## src/source/seg_display_params.svh

```systemverilog
// seg_display parameters
// digit count, scan slot length and slots per digit for the multiplexed display

`ifndef SEG_DISPLAY_PARAMS_SVH
`define SEG_DISPLAY_PARAMS_SVH

// number of display digits, least significant is digit 0
`define SEG_DIGITS 4

// CLK cycles per scan slot, the last one is always dark
`define SEG_SLOT_CYCLES 8

// slots per digit: segments a to g, then dp
`define SEG_SLOTS 8

`endif

```

## src/source/seg_display_pkg.sv

```systemverilog
// seg_display shared types
// digit, segment, anode and count vectors plus the scanner state enum

`include "seg_display_params.svh"

package seg_display_pkg;

	typedef logic [3:0] bcd_t; // one hex or bcd digit
	typedef logic [6:0] seg_t; // active low, bit 6 = a ... bit 0 = g
	typedef logic [`SEG_DIGITS-1:0] anode_t; // one-hot digit enable, active high
	typedef logic [4*`SEG_DIGITS-1:0] count_t; // packed digits, msd first

	typedef enum logic {
		idle, // after reset, nothing shown yet
		scan // cycling through slots
	} scan_state_t;

endpackage

```

## src/source/digit_if.sv

```systemverilog
// digit_if
// one display digit: value and blank/dp flags from the counter, segment pattern from the decoder

`timescale 1ns/100ps

interface digit_if;
	import seg_display_pkg::*;

	bcd_t digit; // digit value
	logic blank; // leading zero, show nothing
	logic dp; // decimal point request
	seg_t pattern; // decoded active-low segments

	modport counter (
		output digit, blank, dp
	);

	modport decoder (
		input digit, blank,
		output pattern
	);

	modport scanner (
		input pattern, dp
	);
endinterface

```

## src/source/bcd_counter.sv

```systemverilog
// bcd_counter
// four-digit decimal counter with step and load strobes, drives each digit and its blank flag

`timescale 1ns/100ps
`include "seg_display_params.svh"

module bcd_counter (
	input logic CLK,
	input logic reset,
	input logic step, // one-cycle +1 strobe
	input logic load, // one-cycle load strobe, beats step
	input seg_display_pkg::count_t load_value,
	input logic [`SEG_DIGITS-1:0] dp_sel,
	output seg_display_pkg::count_t count_value,
	digit_if.counter digits [`SEG_DIGITS-1:0]
);
	import seg_display_pkg::*;

	count_t cnt; // digit k lives at [4*k +: 4]
	logic [`SEG_DIGITS-1:0] carry; // increment request into each digit
	logic [`SEG_DIGITS-1:0] at_nine; // digit is about to roll over
	logic [`SEG_DIGITS-1:0] blank_v; // leading-zero flags

	// ripple carry, step enters at the lsd
	always_comb begin
		for (int k = 0; k < `SEG_DIGITS; k++) begin
			at_nine[k] = (cnt[4*k +: 4] == 4'd9);
		end
		carry[0] = step;
		for (int k = 1; k < `SEG_DIGITS; k++) begin
			carry[k] = carry[k-1] && at_nine[k-1]; // previous digit wraps
		end
	end

	always_ff @(posedge CLK) begin
		if (reset) begin
			cnt <= '0;
		end else if (load) begin
			cnt <= load_value; // load wins over step
		end else begin
			for (int k = 0; k < `SEG_DIGITS; k++) begin
				if (carry[k]) begin
					cnt[4*k +: 4] <= at_nine[k] ? 4'd0 : cnt[4*k +: 4] + 4'd1; // 9999 -> 0000
				end
			end
		end
	end

	// blank a digit when it and everything above it is zero
	// digit 0 always shows, so a zero count reads as a single 0
	always_comb begin
		blank_v = '0;
		blank_v[`SEG_DIGITS-1] = (cnt[4*(`SEG_DIGITS-1) +: 4] == 4'd0);
		for (int k = `SEG_DIGITS-2; k > 0; k--) begin
			blank_v[k] = blank_v[k+1] && (cnt[4*k +: 4] == 4'd0);
		end
	end

	assign count_value = cnt;

	for (genvar i = 0; i < `SEG_DIGITS; i++) begin : g_digit
		assign digits[i].digit = cnt[4*i +: 4];
		assign digits[i].blank = blank_v[i];
		assign digits[i].dp = dp_sel[i]; // level straight from the pins
	end
endmodule

```

## src/source/digit_decoder.sv

```systemverilog
// digit_decoder
// hex to active-low seven-segment decode, all segments off when the digit is blanked

`timescale 1ns/100ps

module digit_decoder (
	digit_if.decoder dig
);
	import seg_display_pkg::*;

	seg_t code; // abcdefg, 0 = lit

	always_comb begin
		case (dig.digit)
			4'h0 : code = 7'b0000001;
			4'h1 : code = 7'b1001111;
			4'h2 : code = 7'b0010010;
			4'h3 : code = 7'b0000110;
			4'h4 : code = 7'b1001100;
			4'h5 : code = 7'b0100100;
			4'h6 : code = 7'b0100000;
			4'h7 : code = 7'b0001111;
			4'h8 : code = 7'b0000000;
			4'h9 : code = 7'b0000100;
			4'ha : code = 7'b0001000; // A
			4'hb : code = 7'b1100000; // lower case b
			4'hc : code = 7'b0110001; // C
			4'hd : code = 7'b1000010; // lower case d
			4'he : code = 7'b0110000; // E
			default : code = 7'b0111000; // F
		endcase
	end

	assign dig.pattern = dig.blank ? '1 : code; // blanked digit stays dark
endmodule

```

## src/source/segment_scanner.sv

```systemverilog
// segment_scanner
// lights one segment at a time: digit 0 first, slots a..g then dp, last cycle of each slot dark

`timescale 1ns/100ps
`include "seg_display_params.svh"

module segment_scanner (
	input logic CLK,
	input logic reset,
	digit_if.scanner digits [`SEG_DIGITS-1:0],
	output seg_display_pkg::anode_t anode,
	output seg_display_pkg::seg_t segment_n,
	output logic dp_n
);
	import seg_display_pkg::*;

	localparam int CYC_W = $clog2(`SEG_SLOT_CYCLES);
	localparam int SLOT_W = $clog2(`SEG_SLOTS);
	localparam int DIG_W = $clog2(`SEG_DIGITS);
	localparam int SEG_TOP = $bits(seg_t) - 1; // bit of segment a

	localparam logic [CYC_W-1:0] CYC_LAST = CYC_W'(`SEG_SLOT_CYCLES - 1); // dark cycle
	localparam logic [SLOT_W-1:0] SLOT_DP = SLOT_W'(`SEG_SLOTS - 1);
	localparam logic [DIG_W-1:0] DIG_LAST = DIG_W'(`SEG_DIGITS - 1);

	scan_state_t state;
	logic [CYC_W-1:0] cyc, next_cyc; // cycle within slot
	logic [SLOT_W-1:0] slot, next_slot; // segment slot within digit
	logic [DIG_W-1:0] dig, next_dig; // digit being shown
	seg_t pat [`SEG_DIGITS]; // decoder patterns, indexable
	logic [`SEG_DIGITS-1:0] dp_v; // dp requests
	anode_t anode_d;
	seg_t seg_d;
	logic dp_d;

	for (genvar i = 0; i < `SEG_DIGITS; i++) begin : g_gather
		assign pat[i] = digits[i].pattern;
		assign dp_v[i] = digits[i].dp;
	end

	// position shown after this edge; idle shows slot 0 of digit 0 first
	always_comb begin
		next_cyc = cyc;
		next_slot = slot;
		next_dig = dig;
		if (state == scan) begin
			if (cyc == CYC_LAST) begin
				next_cyc = '0;
				if (slot == SLOT_DP) begin
					next_slot = '0;
					next_dig = (dig == DIG_LAST) ? '0 : dig + 1'b1; // lsd after msd
				end else begin
					next_slot = slot + 1'b1;
				end
			end else begin
				next_cyc = cyc + 1'b1;
			end
		end
	end

	// output pattern for the next position
	always_comb begin
		anode_d = '0;
		seg_d = '1;
		dp_d = 1'b1;
		if (next_cyc != CYC_LAST) begin // dark cycle keeps everything off
			anode_d = anode_t'(1) << next_dig;
			if (next_slot == SLOT_DP) begin
				dp_d = ~dp_v[next_dig];
			end else begin
				seg_d[SEG_TOP - next_slot] = pat[next_dig][SEG_TOP - next_slot]; // own segment only
			end
		end
	end

	always_ff @(posedge CLK) begin
		if (reset) begin
			state <= idle;
			cyc <= '0;
			slot <= '0;
			dig <= '0;
			anode <= '0;
			segment_n <= '1;
			dp_n <= 1'b1;
		end else begin
			state <= scan;
			cyc <= next_cyc;
			slot <= next_slot;
			dig <= next_dig;
			anode <= anode_d;
			segment_n <= seg_d;
			dp_n <= dp_d;
		end
	end
endmodule

```

## src/source/seg_display.sv

```systemverilog
// seg_display
// four-digit multiplexed seven-segment controller: counter, per-digit decoders, segment scanner

`timescale 1ns/100ps
`include "seg_display_params.svh"

module seg_display (
	input logic CLK,
	input logic reset,
	input logic step, // one-cycle count strobe
	input logic load, // one-cycle load strobe
	input seg_display_pkg::count_t load_value, // bcd, msd first
	input logic [`SEG_DIGITS-1:0] dp_sel, // decimal point per digit
	output seg_display_pkg::count_t count_value,
	output seg_display_pkg::anode_t anode, // one-hot, active high
	output seg_display_pkg::seg_t segment_n, // abcdefg, active low
	output logic dp_n
);

	digit_if digits [`SEG_DIGITS-1:0] (); // one bundle per digit

	bcd_counter u_bcd_counter (
		.CLK (CLK),
		.reset (reset),
		.step (step),
		.load (load),
		.load_value (load_value),
		.dp_sel (dp_sel),
		.count_value (count_value),
		.digits (digits)
	);

	for (genvar i = 0; i < `SEG_DIGITS; i++) begin : g_dec
		digit_decoder u_digit_decoder (
			.dig (digits[i])
		);
	end

	segment_scanner u_segment_scanner (
		.CLK (CLK),
		.reset (reset),
		.digits (digits),
		.anode (anode),
		.segment_n (segment_n),
		.dp_n (dp_n)
	);
endmodule

```

## config.mk

```make
export PLATFORM = sky130hd
export DESIGN_NAME = seg_display
export DESIGN_NICKNAME = d
export VERILOG_FILES = /design/src/source/seg_display_pkg.sv /design/src/source/digit_if.sv /design/src/source/bcd_counter.sv /design/src/source/digit_decoder.sv /design/src/source/segment_scanner.sv /design/src/source/seg_display.sv
export VERILOG_INCLUDE_DIRS = /design/src /design/src/source
export SDC_FILE = /design/constraint.sdc
export NUM_CORES = 1
export LEC_CHECK = 0
export ABC_CLOCK_PERIOD_IN_PS = 3120
export BUFFER_PORTS_ARGS = -buffer_cell sky130_fd_sc_hd__buf_4
export CAP_MARGIN = 40
export CORE_ASPECT_RATIO = 1.5
export CORE_MARGIN = 5
export CORE_UTILIZATION = 50
export DETAILED_ROUTE_END_ITERATION = 8
export PLACE_DENSITY = 0.81
export SLEW_MARGIN = 20
export SYNTH_ARGS = -nofsm -noshare
export SYNTH_HDL_FRONTEND = slang
export SYNTH_SLANG_ARGS = --single-unit
```

## constraint.sdc

```tcl
create_clock -name CLK -period 3.12 [get_ports CLK]
set_clock_uncertainty 0.2 [all_clocks]
set_input_delay 0.312 -clock CLK [delete_from_list [all_inputs] [get_ports CLK]]
set_output_delay 0.312 -clock CLK [all_outputs]
set_load 0.005 [all_outputs]
```

# Word level (Yosys, flattened, before mapping)

Memories as Yosys holds them, arrays and structs flattened. A register that Yosys moved wholly into a read port is not among the register bits.
Cells that the tools add are included.

Flip-flop bits (word level): 37
Latch bits: 0
Memory bits (writable): 0
Memory bits (read-only): 448
Input port bits: 24
Output and inout bits: 28
Word-level logic and storage cells: 98
Memories: 4

Memory list:

| memory          | depth | width | rd ports | clocked after memory_dff | write ports | line                | text |
|---|---|---|---|---|---|---|---|
| (no name shown) | 16    | 7     | 1        | 1                        | 0           | digit_decoder.sv:14 | `case (dig.digit)` |
| (no name shown) | 16    | 7     | 1        | 1                        | 0           | digit_decoder.sv:14 |  |
| (no name shown) | 16    | 7     | 1        | 1                        | 0           | digit_decoder.sv:14 |  |
| (no name shown) | 16    | 7     | 1        | 1                        | 0           | digit_decoder.sv:14 |  |

$add $sub $neg: 8
$mul: 0
Div/mod/pow operators: 0
$lt $le $gt $ge: 4
Eq/ne operators: 9
Shift operators: 1
Mux-type cells: 39
Bitwise logic cells: 6
Reductions and logical operators: 16

Operators by type and width:

| operator              | number |
|---|---|
| $mux W4               | 16 |
| $mux W7               | 5 |
| $ge A32 B1 Y1 const B | 1 |
| $lt A32 B4 Y1 const B | 1 |
| $add A4 B1 Y4 const B | 4 |
| $eq A4 B4 Y1 const B  | 4 |
| $mux W16              | 1 |
| $mux W3               | 5 |
| $bmux W7 S2           | 1 |
| $logic_not A4 Y1      | 3 |
| $eq A3 B3 Y1 const B  | 3 |
| $mux W2               | 4 |
| $reduce_bool A2 Y1    | 4 |
| $not A7 Y7            | 1 |
| $or A7 B7 Y7          | 1 |
| $add A3 B1 Y3 const B | 2 |
| $logic_and A1 B1 Y1   | 6 |
| $reduce_or A3 Y1      | 2 |
| $mux W1               | 4 |
| $shl A1 B2 Y4 const A | 1 |
| $sub A3 B3 Y4 const A | 1 |
| $bmux W1 S3           | 1 |
| $demux W1 S3          | 1 |
| $ge A3 B3 Y1 const B  | 1 |
| other kinds (8)       | 10 |

# Depth between registers and ports, before layout

Depth after elaboration: 12
Gate-level depth with buffers: 14
Mapped depth without buffers: 12

# By module

Synthesis repeated with hierarchy kept, for this count alone.

Cell total of the unflattened synthesis: 426
Area, all modules: 3549.7 um^2

By module, submodules not included:

| module          | instances | cells an instance | area each (um^2) | sequential area each (um^2) |
|---|---|---|---|---|
| segment_scanner | 1         | 133               | 1218.7           | 420.4 |
| digit_decoder   | 4         | 36                | 294.0            | 0.0 |
| bcd_counter     | 1         | 149               | 1154.9           | 320.3 |

# Worst setup path after synthesis

Ideal clock, no wire load.

Path type: register -> register
Start: register u_segment_scanner.cyc[0]
End: register u_segment_scanner.segment_n[1]
Library setup time: 0.139 ns
Arrival time: 2.609 ns
Data required time: 2.781 ns
Setup slack: 0.172 ns
Cell stages (with the launch flop): 15
Buffers on the path: 2
Clock period less this slack: 2.948 ns
Path through: dfxtp_1 -> ha_1 -> ha_1 -> buf_6 -> and2_4 -> buf_6 -> mux2i_4 -> inv_2 -> ha_1 -> ha_1 -> inv_1 -> a2111oi_2 -> nand4_1 -> a221oi_4 -> o2111ai_1

Cells in the longest elaborated chain, start to end: 10
Elaborated cells on any way between the ends: 26
Those cells by class: 2 x add/sub; 2 x order compare; 3 x eq/ne; 13 x mux; 4 x bitwise; 2 x reduce/logical

RTL lines:

| what                                                                        | line                  | text |
|---|---|---|
| start, declared                                                             | segment_scanner.sv:27 | `logic [CYC_W-1:0] cyc, next_cyc;` |
| start signal, assigned                                                      | segment_scanner.sv:87 | `cyc <= next_cyc;` |
| $eq A3 B3 Y1 (*)                                                            | segment_scanner.sv:47 | `if (cyc == CYC_LAST) begin` |
| $mux W3 (*)                                                                 | segment_scanner.sv:47 |  |
| $mux W3 (*)                                                                 | segment_scanner.sv:46 | `if (state == scan) begin` |
| net u_segment_scanner.next_slot[0]                                          | segment_scanner.sv:28 | `logic [SLOT_W-1:0] slot, next_slot;` |
| $sub A3 B3 Y4                                                               | segment_scanner.sv:71 | `seg_d[SEG_TOP - next_slot] = pat[next_dig][SEG_TOP - next_slot];` |
| $ge A32 B1 Y1 (not written as such) / $lt A32 B4 Y1 (equally long branches) | segment_scanner.sv:71 |  |
| $logic_and A1 B1 Y1 (not written as such)                                   | segment_scanner.sv:71 |  |
| $mux W1 (not written as such)                                               | segment_scanner.sv:71 |  |
| $demux W1 S3                                                                | --                    |  |
| $not A7 Y7 (no source line)                                                 | --                    |  |
| $or A7 B7 Y7 (no source line)                                               | --                    |  |
| end signal, assigned                                                        | segment_scanner.sv:91 | `segment_n <= seg_d;` |
| end, declared                                                               | segment_scanner.sv:12 | `output seg_display_pkg::seg_t segment_n,` |

Mark *: on every way through the listed nets, which the timed path passes. The rest lies on a longest branch. The select of a mux whose other input is x is not followed.
A chain may end at the register's enable or synchronous reset.

# Worst setup path in the final report

Start: register u_bcd_counter.cnt[1], in the netlist u_bcd_counter.count_value[1]
End: register, netlist name g_dec[1].u_digit_decoder.code[3]

Cells in the longest elaborated chain, start to end: 5

RTL lines:

| what                                  | line              | text |
|---|---|---|
| start, declared                       | bcd_counter.sv:19 | `count_t cnt;` |
| start signal, assigned                | bcd_counter.sv:39 | `cnt <= load_value;` |
| start signal, assigned by index       | bcd_counter.sv:43 | `cnt[4*k +: 4] <= at_nine[k] ? 4'd0 : cnt[4*k +: 4] + 4'd1;` |
| $eq A4 B4 Y1                          | bcd_counter.sv:27 | `at_nine[k] = (cnt[4*k +: 4] == 4'd9);` |
| $logic_and A1 B1 Y1                   | bcd_counter.sv:31 | `carry[k] = carry[k-1] && at_nine[k-1];` |
| $reduce_bool A2 Y1 (no source line)   | --                |  |
| $mux W4 (no source line) (2 in a row) | --                |  |

Every way passes these cells.

==> impl_metrics.py <==
metrics = {
    "status": {
        "status": "completed",
    },
    "floorplanning": {
        "fp.coreArea_mm2": 0.00801,
        "ios": 52,
        "num_rows": 40,
        "die_y_um": 121,
        "initial_core_util_pct": 50.9,
        "die_w_um": 83.7,
        "dieArea_mm2": 0.0101,
    },
    "detailed_routing": {
        "viasPerCell": 5.84,
        "num_vias": 3661,
        "detail_route.wl_per_cell_um": 16.6,
        "dr.pass1.iters": 5,
        "totalWireLength_um": 10400,
        "drt_iter0_markers": 200,
        "drc": 0,
        "antenna_left": 0,
    },
    "worst_setup_path": {
        "cp-start-kind": "flop",
        "critical_path.slowest_cell": "mux4_2",
        "cp.arrival_ns": 2.98,
        "cp_max_fo": 6,
        "cp.depth": 11,
        "crit_path_start": "u_bcd_counter.count_value[1]",
        "end_kind": "flop",
        "cp-endpoint": "g_dec[1].u_digit_decoder.code[3]",
        "r2r_cells": 11,
        "r2r-end": "g_dec[1].u_digit_decoder.code[3]",
        "cp.buffers_inverters": 3,
        "cp_cell_sequence": "inv_1, ha_1, and4b_1, or2_2, nor2_1, a31oi_1, a21oi_2, inv_1, ha_1, inv_1, mux4_2",
        "slowest_delay_ns": 0.44,
        "reg2reg_from": "u_bcd_counter.count_value[1]",
        "cp_common_cell": "inv_1",
        "critPathKind": "reg -> reg",
        "crit_family": "simple AND/OR/NAND/NOR gates",
        "r2r_slack_ns": 0.15,
        "cp_data_required_time_ns": 3.13,
    },
    "synth": {
        "syn_inst": 459,
        "synth_top_flop_cell": "dfxtp_1",
        "async_reset_ff_share_pct": 0,
        "synth_warnings": 0,
        "seq_area_frac_synth_pct": 32.0,
        "yosys_register_bits": 65,
        "synth_edf_count": 0,
        "avgSynthCellArea_um2": 8.87,
        "yosysUniqueCellTypes": 79,
        "syn_nets": 525,
        "syn_area_mm2": 0.00407,
    },
    "cts": {
        "post_cts_buffers": 0,
        "clk_latency_ns": 0.34,
        "cts-root-buf": "clkbuf_16",
        "htreeDepth": 3,
        "clock_sinks": 65,
        "cts_buffers": 9,
        "clk_pin_slew_worst_paths_ns": 0.05,
        "cts_tree": "done",
        "clockBufferDepth": 2,
    },
    "timing": {
        "fin_crit_sh_pct": 95.1,
        "setup_violations": 0,
        "whs_ns": 0.0904,
        "fmax_ghz": 0.337,
        "fin_crit_ns": 2.97,
        "hold_violations": 0,
        "relSlewSlack_pct": 45.1,
        "worstMarginPinSlew_ns": 0.821,
        "slew_viol_final": 0,
    },
    "power": {
        "p_comb_share_pct": 15.8,
        "finalPower_mw": 2.49,
        "leakage_nw": 2.18,
        "ir_drop_uv": 306,
        "power_frac_seq_pct": 38.1,
        "p_int_mw": 1.85,
        "p_per_area_mw_per_mm2": 500,
        "clockPowerShare_pct": 46.1,
        "netSwitchingFraction_pct": 25.5,
        "p_switching_uw": 635,
    },
    "final_layout": {
        "layout_common_cells": "buf_4, dfxtp_1, nor2_1, ha_1, inv_1",
        "final_cells": 627,
        "antennaDiodeCount": 0,
        "final_common_cell": "buf_4",
        "layout.nets": 583,
        "seqCellArea_mm2": 0.00130,
        "multi_input_area_mm2": 0.00255,
        "area_delta_synth_final_pct": 22.2,
        "n_fill_cell": 687,
        "drive_above_1_share_pct": 22.8,
    },
    "placement": {
        "dpl.cell_count": 611,
        "place.gp.congestion": 0.967,
        "placement.io_buffers": 51,
        "hpwl_um": 7830,
    },
    "job": {
        "drv_cap": 0,
    },
    "global_routing": {
        "grt_pass1_vias": 3599,
        "grt_max_degree": 34,
        "antenna_found_initial": 0,
        "grt.overflow.total": 0,
        "grt_pass1_wl_um": 17000,
        "grt_use_total_pct": 21.2,
    },
    "worst_hold_path": {
        "hp-class": "in -> reg",
    },
}
## area by class of cell
class / count / share of cell area, %
clock buffers: 9 / 4.53
well taps: 105 / 2.64
inverters: 37 / 2.79
repair buffers: 67 / 10.1
flip-flops and latches: 65 / 26.2
multi-input cells: 337 / 51.4
clock inverters: 7 / 2.39
## registers in the layout, indices dropped and copies added, names as in the netlist, 2 cells and up
signal	count
u_bcd_counter.count_value	16
u_segment_scanner.segment_n	7
u_segment_scanner.slot	3
u_segment_scanner.cyc	3
u_segment_scanner.anode	4
u_segment_scanner.dig	2
g_dec.u_digit_decoder.code	28
## timing repair
action | CTS | global route
endpoints found under the setup margin | 0 | 11
gates resized for setup | 0 | 7
hold buffers | 0 | 0
## cell usage after synthesis, drive strengths merged, types with 3 or more instances
library cell / n / area [µm²]
a22oi: 5 / 42.5
dfxtp: 65 / 1300
buf: 14 / 85.1
nor3: 11 / 55.1
o211ai: 8 / 60.1
o21ai: 20 / 104
inv: 36 / 135
and2: 5 / 33.8
nand2b: 7 / 43.8
o31ai: 3 / 22.5
a22o: 6 / 52.6
nand2: 33 / 126
a21oi: 20 / 104
and3b: 3 / 26.3
clkbuf: 6 / 22.5
o2111ai: 3 / 26.3
o21a: 3 / 22.5
mux2i: 23 / 255
a211oi: 10 / 80.1
o221ai: 4 / 35.0
nor3b: 5 / 37.5
a32o: 3 / 30.0
a31oi: 5 / 43.8
nor2: 42 / 160
nand3: 15 / 85.1
ha: 42 / 526
mux2: 3 / 41.3
o32ai: 5 / 43.8
or2: 5 / 31.3
o22ai: 6 / 37.5
## metrics by stage
step / TNS (ns) / instance area (µm²) / utilization (%) / setup WS (ns)
finish: 0 / 4970 / 62.1 / 0.152
CTS: 0 / 4940 / 61.7 / 0.0787
global route: -0.00387 / 4970 / 62.1 / -0.00387
global placement: 0 / 4600 / 57.4 / 0.201
floorplan: 0 / 4070 / - / 0.172
detailed placement: 0 / 4600 / 57.4 / 0.0796
## power by group through the flow
stage / Combinational, mW / Clock [mW] / Sequential [mW]
final: 0.392 / 1.15 / 0.948
after floorplan: 0.258 / 0 / 0.945
after global placement: 0.369 / 0 / 0.961
after global routing: 0.434 / 1.21 / 0.955
after CTS: 0.386 / 1.17 / 0.946
after detailed placement: 0.381 / 0 / 0.962
## metal layers
layer | global-route usage (%) | share of wire, % | up-vias
met5 | 0 | 0 | -
met4 | 14.9 | 5.8 | 0
met3 | 4.84 | 4.3 | 45
met2 | 37.4 | 52 | 115
met1 | 22.0 | 38 | 1714
li1 | - | - | 1787
## cell families after synthesis
| group | synth area share [%] |
|---|---|
| and+or+nand+nor | 17.7 |
| buffers and inverters | 6.05 |
| AOI/OAI and AO/OA | 22.9 |
| adders and majority gates | 12.9 |
| DFF | 32.0 |
| muxes | 7.83 |
| xor gates and xnor gates | 0.645 |
## worst register-to-register path, delay by kind of cell (launching register included)
| kind | cells | cell delay [ns] |
|---|---|---|
| AOI/OAI and AO/OA | 2 | 0.38 |
| adders and majority gates | 2 | 0.48 |
| buffers and inverters | 3 | 0.25 |
| DFF | 1 | 0.37 |
| muxes | 1 | 0.44 |
| and+or+nand+nor | 3 | 0.73 |
## worst min-delay path by stage
stage / startpoint / end / slack (ns) / cells after the start
finish: load_value[1] / u_bcd_counter.count_value[1] / 0.09 / 3
global route: reset / u_bcd_counter.count_value[5] / 0.11 / 2
CTS: load_value[1] / u_bcd_counter.count_value[1] / 0.08 / 3
detailed placement: u_segment_scanner.cyc[1] / u_segment_scanner.cyc[1] / 0.34 / 2
global placement: u_segment_scanner.cyc[1] / u_segment_scanner.cyc[1] / 0.30 / 2
floorplan: reset / u_segment_scanner.state / 0.23 / 1
No activity file was read; power rests on OpenSTA's default activity.
